==> src/rtl/tonePkg.sv <==
//****************************************
// Note, sample and tone constants
// Notes are one-hot, bit 0 is C and bit 7 is high C
// Half-periods assume a 50 MHz clock before any shift
//****************************************

package tonePkg;

	// One-hot note code, zero is a rest
	typedef logic [7:0] noteT;

	// Clock count for half a tone period
	typedef logic [18:0] halfPeriodT;

	// Signed audio sample, same width as the codec words
	typedef logic signed [31:0] sampleT;

	// Indexed by note bit, C up to high C
	localparam halfPeriodT halfPeriodTable [0:7] = '{
		19'd97304,
		19'd88804,
		19'd82304,
		19'd78554,
		19'd71054,
		19'd63554,
		19'd56054,
		19'd52304
	};

	localparam sampleT toneAmplitude = 32'sd10000000; // Peak of each square wave

endpackage

==> src/rtl/seqPkg.sv <==
//****************************************
// Sequencer control types
// Three tracks of five slots each, fixed at build time
// Slot numbers only ever take values 0 to 4
//****************************************

package seqPkg;

	// Phase of the sequencer FSM
	typedef enum logic [1:0] {
		phaseIdle   = 2'd0,
		phaseRecord = 2'd1,
		phasePlay   = 2'd2
	} seqPhaseT;

	// Slot number inside one track
	typedef logic [2:0] slotT;

	// One bit per track, for write and play enables
	typedef logic [2:0] trackSelT;

	localparam int slotsPerTrack = 5;
	localparam int numTracks     = 3;

endpackage
==> src/rtl/djSequencerTop.sv <==
//****************************************
// Three-track step sequencer top
// stepCycles is clocks per step, 50000000 is one second at 50 MHz
// periodShift shortens every tone, keep 0 for real pitch
//****************************************
`timescale 1ns/1ps

module djSequencerTop #(
	parameter int stepCycles  = 50000000,
	parameter int periodShift = 0
) (
	input  logic              clk,
	input  logic              reset,
	input  logic              go,
	input  tonePkg::noteT     noteIn,
	input  seqPkg::trackSelT  trackEnable,
	input  logic              inAvailable,
	input  logic              outAllowed,
	input  tonePkg::sampleT   leftIn,
	input  tonePkg::sampleT   rightIn,
	output logic              sampleRead,
	output logic              sampleWrite,
	output tonePkg::sampleT   leftOut,
	output tonePkg::sampleT   rightOut,
	output seqPkg::seqPhaseT  phase,
	output seqPkg::slotT      playSlot0,
	output seqPkg::slotT      playSlot1,
	output seqPkg::slotT      playSlot2
);

	logic             goEdge;
	logic             playing;
	logic             stepTick;
	seqPkg::trackSelT writeTrack;
	seqPkg::slotT     writeSlot;

	// Per-track signals
	tonePkg::noteT    trackNote [0:seqPkg::numTracks-1];
	tonePkg::sampleT  trackTone [0:seqPkg::numTracks-1];
	seqPkg::slotT     trackSlot [0:seqPkg::numTracks-1];

	//****************************************
	// Control and timing
	//****************************************
	sequencerControl control_i (
		.clk        (clk),
		.reset      (reset),
		.go         (go),
		.goEdge     (goEdge),
		.writeTrack (writeTrack),
		.writeSlot  (writeSlot),
		.playing    (playing),
		.phase      (phase)
	);

	stepTimer #(
		.stepCycles (stepCycles)
	) timer_i (
		.clk      (clk),
		.reset    (reset),
		.goEdge   (goEdge),
		.stepTick (stepTick)
	);

	//****************************************
	// Tracks, one store and one tone each
	//****************************************
	for (genvar t = 0; t < seqPkg::numTracks; t++) begin : gTrack
		trackMemory memory_i (
			.clk       (clk),
			.reset     (reset),
			.writeEn   (writeTrack[t]),
			.writeSlot (writeSlot),
			.noteIn    (noteIn),
			.playing   (playing),
			.enable    (trackEnable[t]),
			.stepTick  (stepTick),
			.note      (trackNote[t]),
			.playSlot  (trackSlot[t])
		);

		squareToneGen #(
			.periodShift (periodShift)
		) tone_i (
			.clk   (clk),
			.reset (reset),
			.note  (trackNote[t]),
			.tone  (trackTone[t])
		);
	end

	assign playSlot0 = trackSlot[0];
	assign playSlot1 = trackSlot[1];
	assign playSlot2 = trackSlot[2];

	// Mixer on the codec side
	sampleMixer mixer_i (
		.clk         (clk),
		.reset       (reset),
		.inAvailable (inAvailable),
		.outAllowed  (outAllowed),
		.leftIn      (leftIn),
		.rightIn     (rightIn),
		.tone0       (trackTone[0]),
		.tone1       (trackTone[1]),
		.tone2       (trackTone[2]),
		.sampleRead  (sampleRead),
		.sampleWrite (sampleWrite),
		.leftOut     (leftOut),
		.rightOut    (rightOut)
	);

endmodule

==> src/rtl/sampleMixer.sv <==
//****************************************
// Adds the three tones to the passing stereo stream
// Sums wrap, there is no saturation
// Outputs hold while no sample is read
//****************************************
`timescale 1ns/1ps

module sampleMixer (
	input  logic            clk,
	input  logic            reset,
	input  logic            inAvailable,
	input  logic            outAllowed,
	input  tonePkg::sampleT leftIn,
	input  tonePkg::sampleT rightIn,
	input  tonePkg::sampleT tone0,
	input  tonePkg::sampleT tone1,
	input  tonePkg::sampleT tone2,
	output logic            sampleRead,
	output logic            sampleWrite,
	output tonePkg::sampleT leftOut,
	output tonePkg::sampleT rightOut
);

	logic            strobe;
	tonePkg::sampleT toneSum;

	assign strobe      = inAvailable & outAllowed; // Read and write together
	assign sampleRead  = strobe;
	assign sampleWrite = strobe;

	assign toneSum = tone0 + tone1 + tone2;

	always_ff @(posedge clk) begin
		if (!reset) begin
			leftOut  <= '0;
			rightOut <= '0;
		end else if (strobe) begin
			leftOut  <= leftIn + toneSum;
			rightOut <= rightIn + toneSum;
		end
	end

endmodule

==> src/rtl/squareToneGen.sv <==
//****************************************
// Square tone for one track
// Half-period is the table value shifted right by periodShift
// Rests and codes that are not one-hot give zero
//****************************************
`timescale 1ns/1ps

module squareToneGen #(
	parameter int periodShift = 0
) (
	input  logic           clk,
	input  logic           reset,
	input  tonePkg::noteT  note,
	output tonePkg::sampleT tone
);

	tonePkg::halfPeriodT halfPeriod;
	tonePkg::halfPeriodT count;
	tonePkg::noteT       lastNote;
	logic                valid;
	logic                polarity; // High for the positive half
	logic                noteChanged;

	//****************************************
	// Half-period lookup
	//****************************************
	always_comb begin
		halfPeriod = '0;
		valid      = 1'b0;
		for (int i = 0; i < 8; i++) begin
			if (note == tonePkg::noteT'(1 << i)) begin
				halfPeriod = tonePkg::halfPeriodTable[i] >> periodShift;
				valid      = 1'b1;
			end
		end
	end

	assign noteChanged = (note != lastNote);

	// Toggle counter
	always_ff @(posedge clk) begin
		if (!reset) begin
			count    <= '0;
			polarity <= 1'b1;
			lastNote <= '0;
		end else begin
			lastNote <= note;
			if (noteChanged) begin
				count    <= '0;   // Restart on a new note
				polarity <= 1'b1;
			end else if (count == halfPeriod - tonePkg::halfPeriodT'(1)) begin
				count    <= '0;
				polarity <= ~polarity;
			end else begin
				count <= count + tonePkg::halfPeriodT'(1);
			end
		end
	end

	// New note shows positive from its first cycle
	assign tone = !valid ? '0 :
		(polarity || noteChanged) ? tonePkg::toneAmplitude : -tonePkg::toneAmplitude;

endmodule

==> src/rtl/stepTimer.sv <==
//****************************************
// Step timer, one pulse per stepCycles clocks
// A go edge restarts the count with a pulse
//****************************************
`timescale 1ns/1ps

module stepTimer #(
	parameter int stepCycles = 50000000
) (
	input  logic clk,
	input  logic reset,
	input  logic goEdge,
	output logic stepTick
);

	localparam int cntWidth = $clog2(stepCycles + 1);

	logic [cntWidth-1:0] count;

	always_ff @(posedge clk) begin
		if (!reset) begin
			count    <= '0;
			stepTick <= 1'b0;
		end else if (goEdge || count == cntWidth'(stepCycles - 1)) begin
			count    <= '0;
			stepTick <= 1'b1;
		end else begin
			count    <= count + cntWidth'(1);
			stepTick <= 1'b0;
		end
	end

endmodule

==> src/rtl/trackMemory.sv <==
//****************************************
// Five-slot note store for one track
// The pointer only moves in play with the track enabled
// Stored notes are not cleared by reset
//****************************************
`timescale 1ns/1ps

module trackMemory (
	input  logic          clk,
	input  logic          reset,
	input  logic          writeEn,
	input  seqPkg::slotT  writeSlot,
	input  tonePkg::noteT noteIn,
	input  logic          playing,
	input  logic          enable,
	input  logic          stepTick,
	output tonePkg::noteT note,
	output seqPkg::slotT  playSlot
);

	tonePkg::noteT slots [0:seqPkg::slotsPerTrack-1];
	logic          atLastSlot;

	// Note store
	always_ff @(posedge clk) begin
		if (writeEn) begin
			slots[writeSlot] <= noteIn;
		end
	end

	assign atLastSlot = (playSlot == seqPkg::slotT'(seqPkg::slotsPerTrack - 1));

	//****************************************
	// Play pointer and current note
	//****************************************
	always_ff @(posedge clk) begin
		if (!reset) begin
			playSlot <= '0;
			note     <= '0;
		end else begin
			if (!playing) begin
				playSlot <= '0; // Back to the first slot outside play
			end else if (stepTick && enable) begin
				playSlot <= atLastSlot ? '0 : playSlot + seqPkg::slotT'(1);
			end

			// Disabled track is silent
			note <= (playing && enable) ? slots[playSlot] : '0;
		end
	end

endmodule

==> src/rtl/sequencerControl.sv <==
//****************************************
// Phase FSM and record counters
// go is a level and must be clean, no debounce here
// Slots fill track 0 first, five per track
//****************************************
`timescale 1ns/1ps

module sequencerControl (
	input  logic              clk,
	input  logic              reset,
	input  logic              go,
	output logic              goEdge,
	output seqPkg::trackSelT  writeTrack,
	output seqPkg::slotT      writeSlot,
	output logic              playing,
	output seqPkg::seqPhaseT  phase
);

	logic       goReg;
	logic       goPrev;
	logic [1:0] trackIdx; // Track being recorded
	logic       lastSlot;
	logic       lastTrack;

	//****************************************
	// Go edge detection
	//****************************************
	always_ff @(posedge clk) begin
		if (!reset) begin
			goReg  <= 1'b0;
			goPrev <= 1'b0;
		end else begin
			goReg  <= go;
			goPrev <= goReg;
		end
	end

	assign goEdge = goReg & ~goPrev; // High for the cycle after go reads high

	//****************************************
	// Phase FSM and record counters
	//****************************************
	assign lastSlot  = (writeSlot == seqPkg::slotT'(seqPkg::slotsPerTrack - 1));
	assign lastTrack = (trackIdx == 2'(seqPkg::numTracks - 1));

	always_ff @(posedge clk) begin
		if (!reset) begin
			phase     <= seqPkg::phaseIdle;
			writeSlot <= '0;
			trackIdx  <= '0;
		end else if (goEdge) begin
			case (phase)
				seqPkg::phaseIdle: begin
					phase     <= seqPkg::phaseRecord;
					writeSlot <= '0;
					trackIdx  <= '0;
				end
				seqPkg::phaseRecord: begin
					// This edge stores a note, then the counters move on
					if (lastSlot) begin
						writeSlot <= '0;
						if (lastTrack) begin
							trackIdx <= '0;
							phase    <= seqPkg::phasePlay; // Fifteenth note done
						end else begin
							trackIdx <= trackIdx + 2'd1;
						end
					end else begin
						writeSlot <= writeSlot + seqPkg::slotT'(1);
					end
				end
				seqPkg::phasePlay: phase <= seqPkg::phaseIdle;
				default:           phase <= seqPkg::phaseIdle;
			endcase
		end
	end

	// One write enable for the current track, only on a record edge
	assign writeTrack = (phase == seqPkg::phaseRecord && goEdge) ?
		seqPkg::trackSelT'(3'b001 << trackIdx) : '0;

	assign playing = (phase == seqPkg::phasePlay);

endmodule

==> config.mk <==
export PLATFORM = sky130hd
export DESIGN_NAME = djSequencerTop
export DESIGN_NICKNAME = d
export VERILOG_FILES = /design/src/rtl/tonePkg.sv /design/src/rtl/seqPkg.sv /design/src/rtl/djSequencerTop.sv /design/src/rtl/sampleMixer.sv /design/src/rtl/squareToneGen.sv /design/src/rtl/stepTimer.sv /design/src/rtl/trackMemory.sv /design/src/rtl/sequencerControl.sv
export SDC_FILE = /design/constraint.sdc
export NUM_CORES = 1
export LEC_CHECK = 0
export BUFFER_PORTS_ARGS = -buffer_cell sky130_fd_sc_hd__buf_4
export CORE_ASPECT_RATIO = 2
export CORE_MARGIN = 3
export CORE_UTILIZATION = 50
export CTS_BUF_LIST = sky130_fd_sc_hd__clkbuf_4 sky130_fd_sc_hd__clkbuf_8
export CTS_CLUSTER_DIAMETER = 60
export CTS_CLUSTER_SIZE = 25
export DETAILED_ROUTE_END_ITERATION = 6
export GPL_ROUTABILITY_DRIVEN = 1
export GPL_TIMING_DRIVEN = 0
export PLACE_DENSITY = 0.69
export SYNTH_ARGS = -nofsm -noshare
export SYNTH_HDL_FRONTEND = slang
export SYNTH_SLANG_ARGS = --single-unit
==> constraint.sdc <==
create_clock -name clk -period 6.12 [get_ports clk]
set_input_delay 1.224 -clock clk [delete_from_list [all_inputs] [get_ports clk]]
set_output_delay 1.224 -clock clk [all_outputs]
set_load 0.005 [all_outputs]
# Yosys cells after proc, flatten, opt, wreduce, memory -nomap -nowiden
# Memory sizes are Yosys's and may differ from the RTL's. A register that Yosys moved wholly into a read port is not among the register bits.
# Index checks and enable logic that the tools add are counted.
[word_totals]
out_inout_bits = 77
ramBits = 120
regBits = 193
mem_count = 3
[memory_table]
columns = ["name", "depth", "word_bits", "rd", "rd_clocked_by_memory_dff", "write_ports", "line_no", "text"]
rows = [
  ["gTrack[0].memory_i.slots", 5, 8, 1, 1, 1, "trackMemory.sv:21", "tonePkg::noteT slots [0:seqPkg::slotsPerTrack-1];"],
  ["gTrack[1].memory_i.slots", 5, 8, 1, 1, 1, "trackMemory.sv:21", ""],
  ["gTrack[2].memory_i.slots", 5, 8, 1, 1, 1, "trackMemory.sv:21", ""],
]
[op_classes]
mux = 73
reduce_logical = 30
bitwise = 7
shift = 1
eq_ne = 40
n_addsub = 16
[ops]
columns = ["op", "count"]
rows = [
  ["2-to-1 mux 17 bit", 24],
  ["2-to-1 mux 32 bit", 6],
  ["adder 32 bit", 4],
  ["adder 19 x 1 -> 19 bit, second input constant", 3],
  ["equality test 19 bit", 3],
  ["subtractor 17 x 1 -> 18 bit, second input constant", 3],
  ["2-to-1 mux 1 bit", 31],
  ["adder 26 x 1 -> 26 bit, second input constant", 1],
  ["equality test 26 bit, second input constant", 1],
  ["equality test 8 x 1 -> 1 bit, second input constant", 3],
  ["equality test 8 x 2 -> 1 bit, second input constant", 3],
  ["equality test 8 x 3 -> 1 bit, second input constant", 3],
  ["equality test 8 x 4 -> 1 bit, second input constant", 3],
  ["equality test 8 x 5 -> 1 bit, second input constant", 3],
  ["equality test 8 x 6 -> 1 bit, second input constant", 3],
  ["equality test 8 x 7 -> 1 bit, second input constant", 3],
  ["equality test 8 bit, second input constant", 3],
  ["!= test 8 bit", 3],
  ["2-to-1 mux 3 bit", 5],
  ["adder 3 x 1 -> 3 bit, second input constant", 4],
  ["equality test 3 bit, second input constant", 4],
  ["AND reduction 2 bit", 5],
  ["OR reduction 3 bit", 3],
  ["2-to-1 mux 2 bit", 4],
  ["16 further kinds", 39],
]

# Longest topological paths before layout
# Gate-level depths: netlist of the first run.
[logic_depth]
word_depth = 13
mapped_depth = 28
depth_no_buf = 25

# By module
# A second synthesis of the first run with hierarchy kept.
[unflattened]
cells_unflattened = 2357
area_unflattened_um2 = 22117.5
[by_module_without_submodules]
columns = ["mod", "seq_area_each_um2", "area_per_inst_um2", "instances", "cells_each"]
rows = [
  ["sampleMixer", 1281.2, 7873.8, 1, 993],
  ["trackMemory (gTrack[1].memory_i ...)", 1421.4, 1878.1, 2, 104],
  ["squareToneGen (gTrack[1].tone_i)", 560.5, 2356.0, 1, 293],
  ["squareToneGen (gTrack[0].tone_i)", 560.5, 2274.7, 1, 290],
  ["squareToneGen (gTrack[2].tone_i)", 560.5, 2258.4, 1, 274],
  ["trackMemory (gTrack[0].memory_i)", 1421.4, 1884.3, 1, 103],
  ["stepTimer", 540.5, 1266.2, 1, 142],
  ["sequencerControl", 180.2, 447.9, 1, 54],
]

# Worst setup path before layout of the first run
# OpenSTA, ideal clock, no wires.
[synth_timing]
kind = "register -> register"
from = "register gTrack[0].memory_i.note[1] (read register of gTrack[0].memory_i.slots)"
to = "register mixer_i.leftOut[27]"
period_less_slack_ns = 6.170
path_stages_with_launch = 24
t_arrival_ns = 6.064
path_slack_ns = -0.050
required_time_ns = 6.014
setup_ns = 0.106
path_buffers = 2
cell_sequence = "dfxtp_1 -> clkbuf_1 -> or4_1 -> a2111oi_0 -> nor4_1 -> or3_1 -> fa_1 -> inv_1 -> ha_1 -> clkbuf_1 -> a21oi_1 -> a21boi_0 -> o21ai_0 -> xor2_1 -> ha_1 -> a21o_1 -> a21oi_1 -> nor2b_1 -> or2_2 -> a221oi_1 -> a21oi_1 -> a2111oi_0 -> a31oi_1 -> o311ai_0"
[synth_between]
elab_chain_len = 13
word_cells_on_any_way = 23
classes_between = "3 x add/sub; 9 x eq/ne; 10 x mux; 1 x reduce/logical"
[synth_rtl]
columns = ["element", "line_no", "text"]
rows = [
  ["start: declaration", "trackMemory.sv:17", "output tonePkg::noteT note,"],
  ["equality test 8 x 1 -> 1 bit", "squareToneGen.sv:31", "if (note == tonePkg::noteT'(1 << i)) begin"],
  ["2-to-1 mux 1 bit (8 in a row)", "squareToneGen.sv:31", ""],
  ["2-to-1 mux 32 bit (*)", "squareToneGen.sv:61", "assign tone = !valid ? '0 :"],
  ["adder 32 bit (*) (2 in a row)", "sampleMixer.sv:31", "assign toneSum = tone0 + tone1 + tone2;"],
  ["adder 32 bit (*)", "sampleMixer.sv:38", "leftOut <= leftIn + toneSum;"],
  ["end signal: assignment", "sampleMixer.sv:38", ""],
  ["end: declaration", "sampleMixer.sv:20", "output tonePkg::sampleT leftOut,"],
]
# Mark *: on every way between the ends. The rest lies on a longest branch, timed or not.
# A chain may end at the register's enable or synchronous reset.

# Worst setup path in the final report of the first run
[layout_timing]
from = "register gTrack[1].memory_i.note[3] (read register of gTrack[1].memory_i.slots)"
to = "register mixer_i.leftOut[31]"
[layout_between]
elab_chain_len = 13
word_cells_on_any_way = 23
classes_between = "3 x add/sub; 9 x eq/ne; 10 x mux; 1 x reduce/logical"
[layout_rtl]
columns = ["element", "line_no"]
rows = [
  ["start: declaration", "trackMemory.sv:17"],
  ["equality test 8 x 1 -> 1 bit", "squareToneGen.sv:31"],
  ["2-to-1 mux 1 bit (8 in a row)", "squareToneGen.sv:31"],
  ["2-to-1 mux 32 bit (*)", "squareToneGen.sv:61"],
  ["adder 32 bit (*) (2 in a row)", "sampleMixer.sv:31"],
  ["adder 32 bit (*)", "sampleMixer.sv:38"],
]
# Marks and branches as above.

==> results of run 1 <==
[worst min-delay path by stage]
| stage | end | slack, ns | cells past startpoint |
|---|---|---|---|
| after floorplan | timer_i.count[0] | 0.42 | 1 |
| after detailed placement | timer_i.count[0] | 0.45 | 1 |
| after global placement | timer_i.count[0] | 0.43 | 1 |
| final | timer_i.count[0] | 0.47 | 1 |
| after CTS | timer_i.count[0] | 0.47 | 1 |
| after global routing | mixer_i.leftOut[23] | 0.50 | 2 |
[logic make-up after synthesis]
family                   synth area share [%]
adder cells (fa/ha/maj)                 5.647
multiplexers                            4.772
AND/OR/NAND/NOR                         20.41
buffers and inverters                   3.350
flip-flops                              43.42
XOR/XNOR                                9.714
AO/OA/AOI/OAI                           12.69
[power by group]
part           internal [mW]  total [mW]  switching [mW]
Sequential              2.34        2.37          0.0256
Clock                  0.440        1.20           0.761
Combinational          0.121       0.272           0.151
[cell type report]
| class | count | area, µm² | share of cell area, % |
|---|---|---|---|
| Clock buffer | 27 | 340.3 | 1.595 |
| Multi-Input combinational cell | 1425 | 10300 | 48.24 |
| Sequential cell | 337 | 7956 | 37.28 |
| Tap cell | 450 | 563.0 | 2.638 |
| Inverter | 53 | 201.4 | 0.9438 |
| Clock inverter | 9 | 127.6 | 0.5980 |
| Timing Repair Buffer | 195 | 1464 | 6.859 |
| Antenna cell | 1 | 2.502 | 0.01172 |
| Buffer | 80 | 391.6 | 1.835 |
[synthesized netlist by cell type (24+ instances only)]
cell,instances,share of area (%)
a21boi_0,31,1.3
mux2i_1,31,1.7
nand4_1,34,1.2
nand3_1,73,2.0
nor3_1,33,0.90
o21ai_0,88,2.4
a21oi_1,76,2.1
a21o_1,28,1.1
mux4_2,24,3.0
and3_1,36,1.2
edfxtp_1,120,20
xor2_1,94,4.5
nand2_1,155,3.2
dfxtp_1,217,24
inv_1,53,1.1
nor2_1,211,4.3
clkbuf_1,69,1.4
ha_1,73,5.0
xnor2_1,109,5.2
and2_1,58,2.0
[layer usage]
metal | routed length, µm | part of all wire, % | track usage [%] | vias to the layer above
li1 | - | - | - | 7225
met1 | 18410 | 36 | 26.97 | 7164
met2 | 27820 | 55 | 48.49 | 394
met3 | 2022 | 4.0 | 2.471 | 141
met4 | 2512 | 4.9 | 11.59 | 0
met5 | 0 | 0 | 0 | -
[per-stage QoR]
step,utilization [%],instances,hold slack (ns)
global route,59.41,2577,0.5012
CTS,58.64,2572,0.4740
detailed placement,55.80,2515,0.4495
floorplan,-,1909,0.4176
global placement,55.80,2515,0.4295
finish,59.41,2577,0.4735
[sequential cells by signal, indices dropped and copies added (netlist names)]
signal,count
mixer_i.rightOut,32
control_i.trackIdx,2
gTrack.tone_i.count,57
timer_i.stepTick,1
control_i.phase,2
mixer_i.leftOut,32
control_i.goPrev,1
timer_i.count,26
gTrack.memory_i.playSlot,9
control_i.goReg,1
gTrack.tone_i.polarity,3
control_i.writeSlot,3
gTrack.memory_i.slots,120
gTrack.tone_i.lastNote,24
gTrack.memory_i.note,24
[timing repair]
action | CTS | global route
resized for setup | 86 | 66
endpoints found under the setup margin | 34 | 29
hold buffers | 0 | 0
pin swaps | 29 | 30
buffers inserted | 29 | 10
==> impl_metrics.env, run 1 <==
export IMPL_path_max_fanout=9
export IMPL_crit_family="simple AND/OR/NAND/NOR gates"
export IMPL_fin_crit_ns=5.905
export IMPL_synthFlopType="dfxtp_1"
export IMPL_nFillCells=3130
export IMPL_outcome="complete, no violations"
export IMPL_grt_max_degree=27
export IMPL_layout_cells_most_common="dfxtp_1"
export IMPL_grt_ovfl_total=0
export IMPL_routed_wl_um=50770
export IMPL_cp_startpoint="gTrack[1].memory_i.note[3]"
export IMPL_cp_start_kind="flop"
export IMPL_cts_root_buf="clkbuf_8"
export IMPL_yosysUniqueCellTypes=82
export IMPL_area_growth_syn_to_layout_pct=16.61
export IMPL_reg2reg_depth=27
export IMPL_htreeDepth=1
export IMPL_clk_latency_ns=0.62
export IMPL_clk_pin_slew_worst_paths_ns=0.14
export IMPL_hold_path_startpoint="timer_i.count[0]"
export IMPL_tightest_slew_ns=1.031
export IMPL_rrSetupSlack_ns=0.22
export IMPL_synth_cells=1909
export IMPL_cts_inserted_buffers=20
export IMPL_start_util_pct=50.94
export IMPL_powerDensity_nw_per_um2=180.0
export IMPL_worst_path_stages=27
export IMPL_hold_path_class="flop to flop"
export IMPL_reg2reg_to="mixer_i.leftOut[31]"
export IMPL_setup_violations=0
export IMPL_final_antenna_net_count=0
export IMPL_grt_pass1_vias=15080
export IMPL_track_usage_pct=25.21
export IMPL_cap_violations=0
export IMPL_rows=98
export IMPL_crit_path_end_kind="flop"
export IMPL_cts_tree="yes"
export IMPL_avgViaCountPerCell=5.791
export IMPL_endpoint="mixer_i.leftOut[31]"
export IMPL_yosysWarnings=0
export IMPL_io_buffers=156
export IMPL_tns_ns=0
export IMPL_synth_edff_count=120
export IMPL_avgSynthCellArea_um2=9.588
export IMPL_nNetsFinal=2271
export IMPL_drive_above_1_share_pct=18.25
export IMPL_drt_initial_drc_count=874
export IMPL_dp_slack_ns=-1.236
export IMPL_grt_pass1_wl_um=79660
export IMPL_final_cell_mix="212 x dfxtp_1, 210 x nor2_1, 198 x buf_4"
export IMPL_skew_ns=0.02983
export IMPL_fin_area_um2=21340
export IMPL_timing_fmax_ghz=0.1694
export IMPL_globalplace_congestion=0.9238
export IMPL_dieArea_um2=39080
export IMPL_critPathBufInv=4
export IMPL_p_leak_nw=8.300
export IMPL_cts_sinks=337
export IMPL_die_height_um=276.6
export IMPL_synth_fp_nets=2068
export IMPL_io_pins=157
export IMPL_cpPeakStageDelay_ns=0.53
export IMPL_critical_path_class="flop to flop"
export IMPL_yosysSeqAreaShare_pct=43.42
export IMPL_dr_pass1_iters=5
export IMPL_num_vias=14920
export IMPL_die_w_um=141.3
export IMPL_hold_viol=0
export IMPL_drv_slew=0
export IMPL_cp_data_required_time_ns=6.65
export IMPL_cp_arrival_ns=6.43
export IMPL_synthArstFlopShare_pct=0
export IMPL_core_area_um2=35930
export IMPL_netlist_area_um2=18300
export IMPL_r2r_start="gTrack[1].memory_i.note[3]"
export IMPL_fin_total_pwr_mw=3.843
export IMPL_drt_wirelength_per_cell_um=19.70
export IMPL_clockBufferDepth=3
export IMPL_cp_slowest_cell="or4_4"
export IMPL_antenna_found_initial=1
export IMPL_drc=0
export IMPL_post_dp_cell_area_um2=20050
export IMPL_finalCritPeriodShare_pct=96.48
export IMPL_max_slew_margin_pct=30.66
export IMPL_peakVddDrop_uv=258.4
export IMPL_setup_slack_ns=0.2152
export IMPL_rsz0062_at_grt="yes"
export IMPL_dpl_hpwl_um=39260
export IMPL_ys_ff_latch=337
Note: power is estimated with default switching activity, not from simulation.
==> run 2, diff against run 1 <==
--- a/config.mk
+++ b/config.mk
@@ -15,7 +15,7 @@
 export DETAILED_ROUTE_END_ITERATION = 6
 export GPL_ROUTABILITY_DRIVEN = 1
 export GPL_TIMING_DRIVEN = 0
-export PLACE_DENSITY = 0.69
+export PLACE_DENSITY = 0.67
 export SYNTH_ARGS = -nofsm -noshare
 export SYNTH_HDL_FRONTEND = slang
 export SYNTH_SLANG_ARGS = --single-unit
==> constraint.sdc (replaced) <==
create_clock -name clk -period 7.5 [get_ports clk]
set_input_delay 1.5 -clock clk [delete_from_list [all_inputs] [get_ports clk]]
set_output_delay 1.5 -clock clk [all_outputs]
set_load 0.005 [all_outputs]
==> run 2 against run 1 <==
  * Cell area fell by 3.9%
  * Via count fell by 1.5%
  * Sequential share of layout area rose by 1.5 points
  * Critical endpoint is now mixer_i.rightOut[29]
  * Critical path depth fell by 2
  * Count of clock-buffer cells in the layout fell by 3
  * Clock power fell by 25%
  * First-iteration DRC count fell by 7.9%
  * Highest routed layer unchanged
  * Non-clock buffer count fell by 24
==> impl_metrics.env, run 2 (synthesis results as in run 1) <==
export IMPL_io_buffers=156
export IMPL_track_usage_pct=24.66
export IMPL_core_area_um2=35930
export IMPL_cp_start_kind="flop"
export IMPL_grt_pass1_vias=14790
export IMPL_drt_initial_drc_count=805
export IMPL_intPower_mw=2.295
export IMPL_cp_arrival_ns=7.56
export IMPL_cts_sinks=337
export IMPL_timing_fmax_ghz=0.1412
export IMPL_area_growth_syn_to_layout_pct=12.10
export IMPL_final_antenna_net_count=0
export IMPL_skew_ns=0.02166
export IMPL_r2r_start="gTrack[1].memory_i.note[5]"
export IMPL_antenna_found_initial=2
export IMPL_reg2reg_depth=25
export IMPL_htreeDepth=1
export IMPL_cp_data_required_time_ns=7.98
export IMPL_drv_slew=0
export IMPL_peakVddDrop_uv=190.9
export IMPL_p_switching_uw=751.4
export IMPL_num_vias=14710
export IMPL_nNetsFinal=2246
export IMPL_routed_wl_um=49340
export IMPL_switching_share_pct=24.67
export IMPL_start_util_pct=50.94
export IMPL_die_w_um=141.3
export IMPL_tightest_slew_ns=1.030
export IMPL_final_cell_mix="217 x dfxtp_1, 210 x nor2_1, 161 x buf_4"
export IMPL_setup_violations=0
export IMPL_io_pins=157
export IMPL_globalplace_congestion=0.9623
export IMPL_largestRegisters="gTrack.memory_i.slots (120), gTrack.tone_i.count (57)"
export IMPL_instances_no_fill=2552
export IMPL_cap_violations=0
export IMPL_dpl_cell_count=2515
export IMPL_grt_max_degree=27
export IMPL_clockBufferDepth=3
export IMPL_drive_above_1_share_pct=12.90
export IMPL_die_height_um=276.6
export IMPL_path_max_fanout=10
export IMPL_dpl_hpwl_um=39110
export IMPL_seq_power_share_pct=63.5
export IMPL_rows=98
export IMPL_rrSetupSlack_ns=0.42
export IMPL_largest_register_ffs=120
export IMPL_powerDensity_nw_per_um2=148.5
export IMPL_drc=0
export IMPL_crit_path_end_kind="flop"
export IMPL_dieArea_um2=39080
export IMPL_grt_pass1_wl_um=77510
export IMPL_avgViaCountPerCell=5.762
export IMPL_outcome="complete, no violations"
export IMPL_clk_pin_slew_worst_paths_ns=0.15
export IMPL_cts_tree="yes"
export IMPL_grt_ovfl_total=0
export IMPL_layout_cells_most_common="dfxtp_1"
export IMPL_finalCritPeriodShare_pct=94.42
export IMPL_reg2reg_to="mixer_i.rightOut[29]"
export IMPL_clk_latency_ns=0.62
export IMPL_p_clk_share_pct=29.4
export IMPL_fin_crit_ns=7.081
export IMPL_cts_inserted_buffers=19
export IMPL_dp_slack_ns=-0.2116
export IMPL_setup_slack_ns=0.4188
export IMPL_p_leak_nw=7.986
export IMPL_cp_startpoint="gTrack[1].memory_i.note[5]"
export IMPL_endpoint="mixer_i.rightOut[29]"
export IMPL_drt_wirelength_per_cell_um=19.33
export IMPL_hold_viol=0
export IMPL_critical_path_class="flop to flop"
export IMPL_dr_pass1_iters=6
export IMPL_comb_power_share_pct=7.1
export IMPL_max_slew_margin_pct=30.73
export IMPL_hold_path_class="flop to flop"
export IMPL_top_register="gTrack.memory_i.slots"
export IMPL_cts_root_buf="clkbuf_8"
export IMPL_whs_path_depth=2
==> run 2: metal layers <==
metal  up-vias  GRT usage, %  share of wire, %
li1       7161             -                 -
met1      7070         25.01                36
met2       354         48.84                56
met3       120         2.765               3.8
met4         0         11.02               4.9
met5         -             0                 0
==> run 2: layout make-up <==
cell class	instances	area [µm²]
Timing Repair Buffer	158	1186
Sequential cell	337	7948
Clock buffer	24	299.0
Buffer	93	411.6
Fill cell	3268	15410
Clock inverter	10	92.59
Inverter	53	198.9
Antenna cell	2	5.005
Tap cell	450	563.0
Multi-Input combinational cell	1425	9813
==> run 2: worst max-delay path: stages (launching register included) <==
cell	delay, ns
dfxtp_1	0.33
buf_2	0.18
or4_1	0.50
buf_2	0.20
nor3_2	0.33
nor3_2	0.15
and2_1	0.24
or3_1	0.34
fa_1	0.51
inv_1	0.09
ha_1	0.32
clkbuf_1	0.24
a21o_1	0.21
a21oi_1	0.33
a21oi_1	0.12
a211o_1	0.28
a21oi_1	0.17
xnor2_1	0.27
ha_1	0.38
a21o_1	0.20
a2111oi_0	0.40
a21oi_1	0.23
a211oi_2	0.37
o21ai_0	0.26
xnor2_1	0.20
a21oi_1	0.09
==> run 2: stage by stage <==
| stage | cell area [µm²] | total power, mW | TNS, ns | hold slack [ns] | utilization, % |
|---|---|---|---|---|---|
| after floorplan | 18300 | 2.068 | 0 | 0.4176 | - |
| after global placement | 20040 | 2.187 | -0.3667 | 0.4293 | 55.77 |
| after detailed placement | 20040 | 2.192 | -0.5351 | 0.4569 | 55.77 |
| after CTS | 20440 | 3.077 | 0 | 0.4759 | 56.89 |
| after global routing | 20510 | 3.155 | -0.02933 | 0.5000 | 57.10 |
| final | 20520 | 3.046 | 0 | 0.4733 | 57.11 |
==> run 2: how the worst min path moves through the flow <==
stage | startpoint | end | slack, ns
after floorplan | timer_i.count[0] | timer_i.count[0] | 0.42
after global placement | timer_i.count[0] | timer_i.count[0] | 0.43
after detailed placement | mixer_i.leftOut[6] | mixer_i.leftOut[6] | 0.46
after CTS | mixer_i.leftOut[6] | mixer_i.leftOut[6] | 0.48
after global routing | mixer_i.rightOut[4] | mixer_i.rightOut[4] | 0.50
final | mixer_i.leftOut[6] | mixer_i.leftOut[6] | 0.47
==> run 2: repair_timing <==
item                                    in CTS  in global routing
setup buffers                                0                  2
hold buffers                                 0                  0
pin swaps                                    0                  1
endpoints found under the setup margin       4                 13
resized for setup                            3                 13
==> run 2: power by group through the flow <==
| stage | clock [mW] | sequential (mW) | combinational (mW) |
|---|---|---|---|
| 5_1_grt | 0.981 | 1.94 | 0.238 |
| 3_5_place_dp | 0 | 1.97 | 0.218 |
| 2_1_floorplan | 0 | 1.97 | 0.0983 |
| 6_report | 0.896 | 1.93 | 0.217 |
| 4_1_cts | 0.925 | 1.93 | 0.218 |
| 3_3_place_gp | 0 | 1.97 | 0.214 |
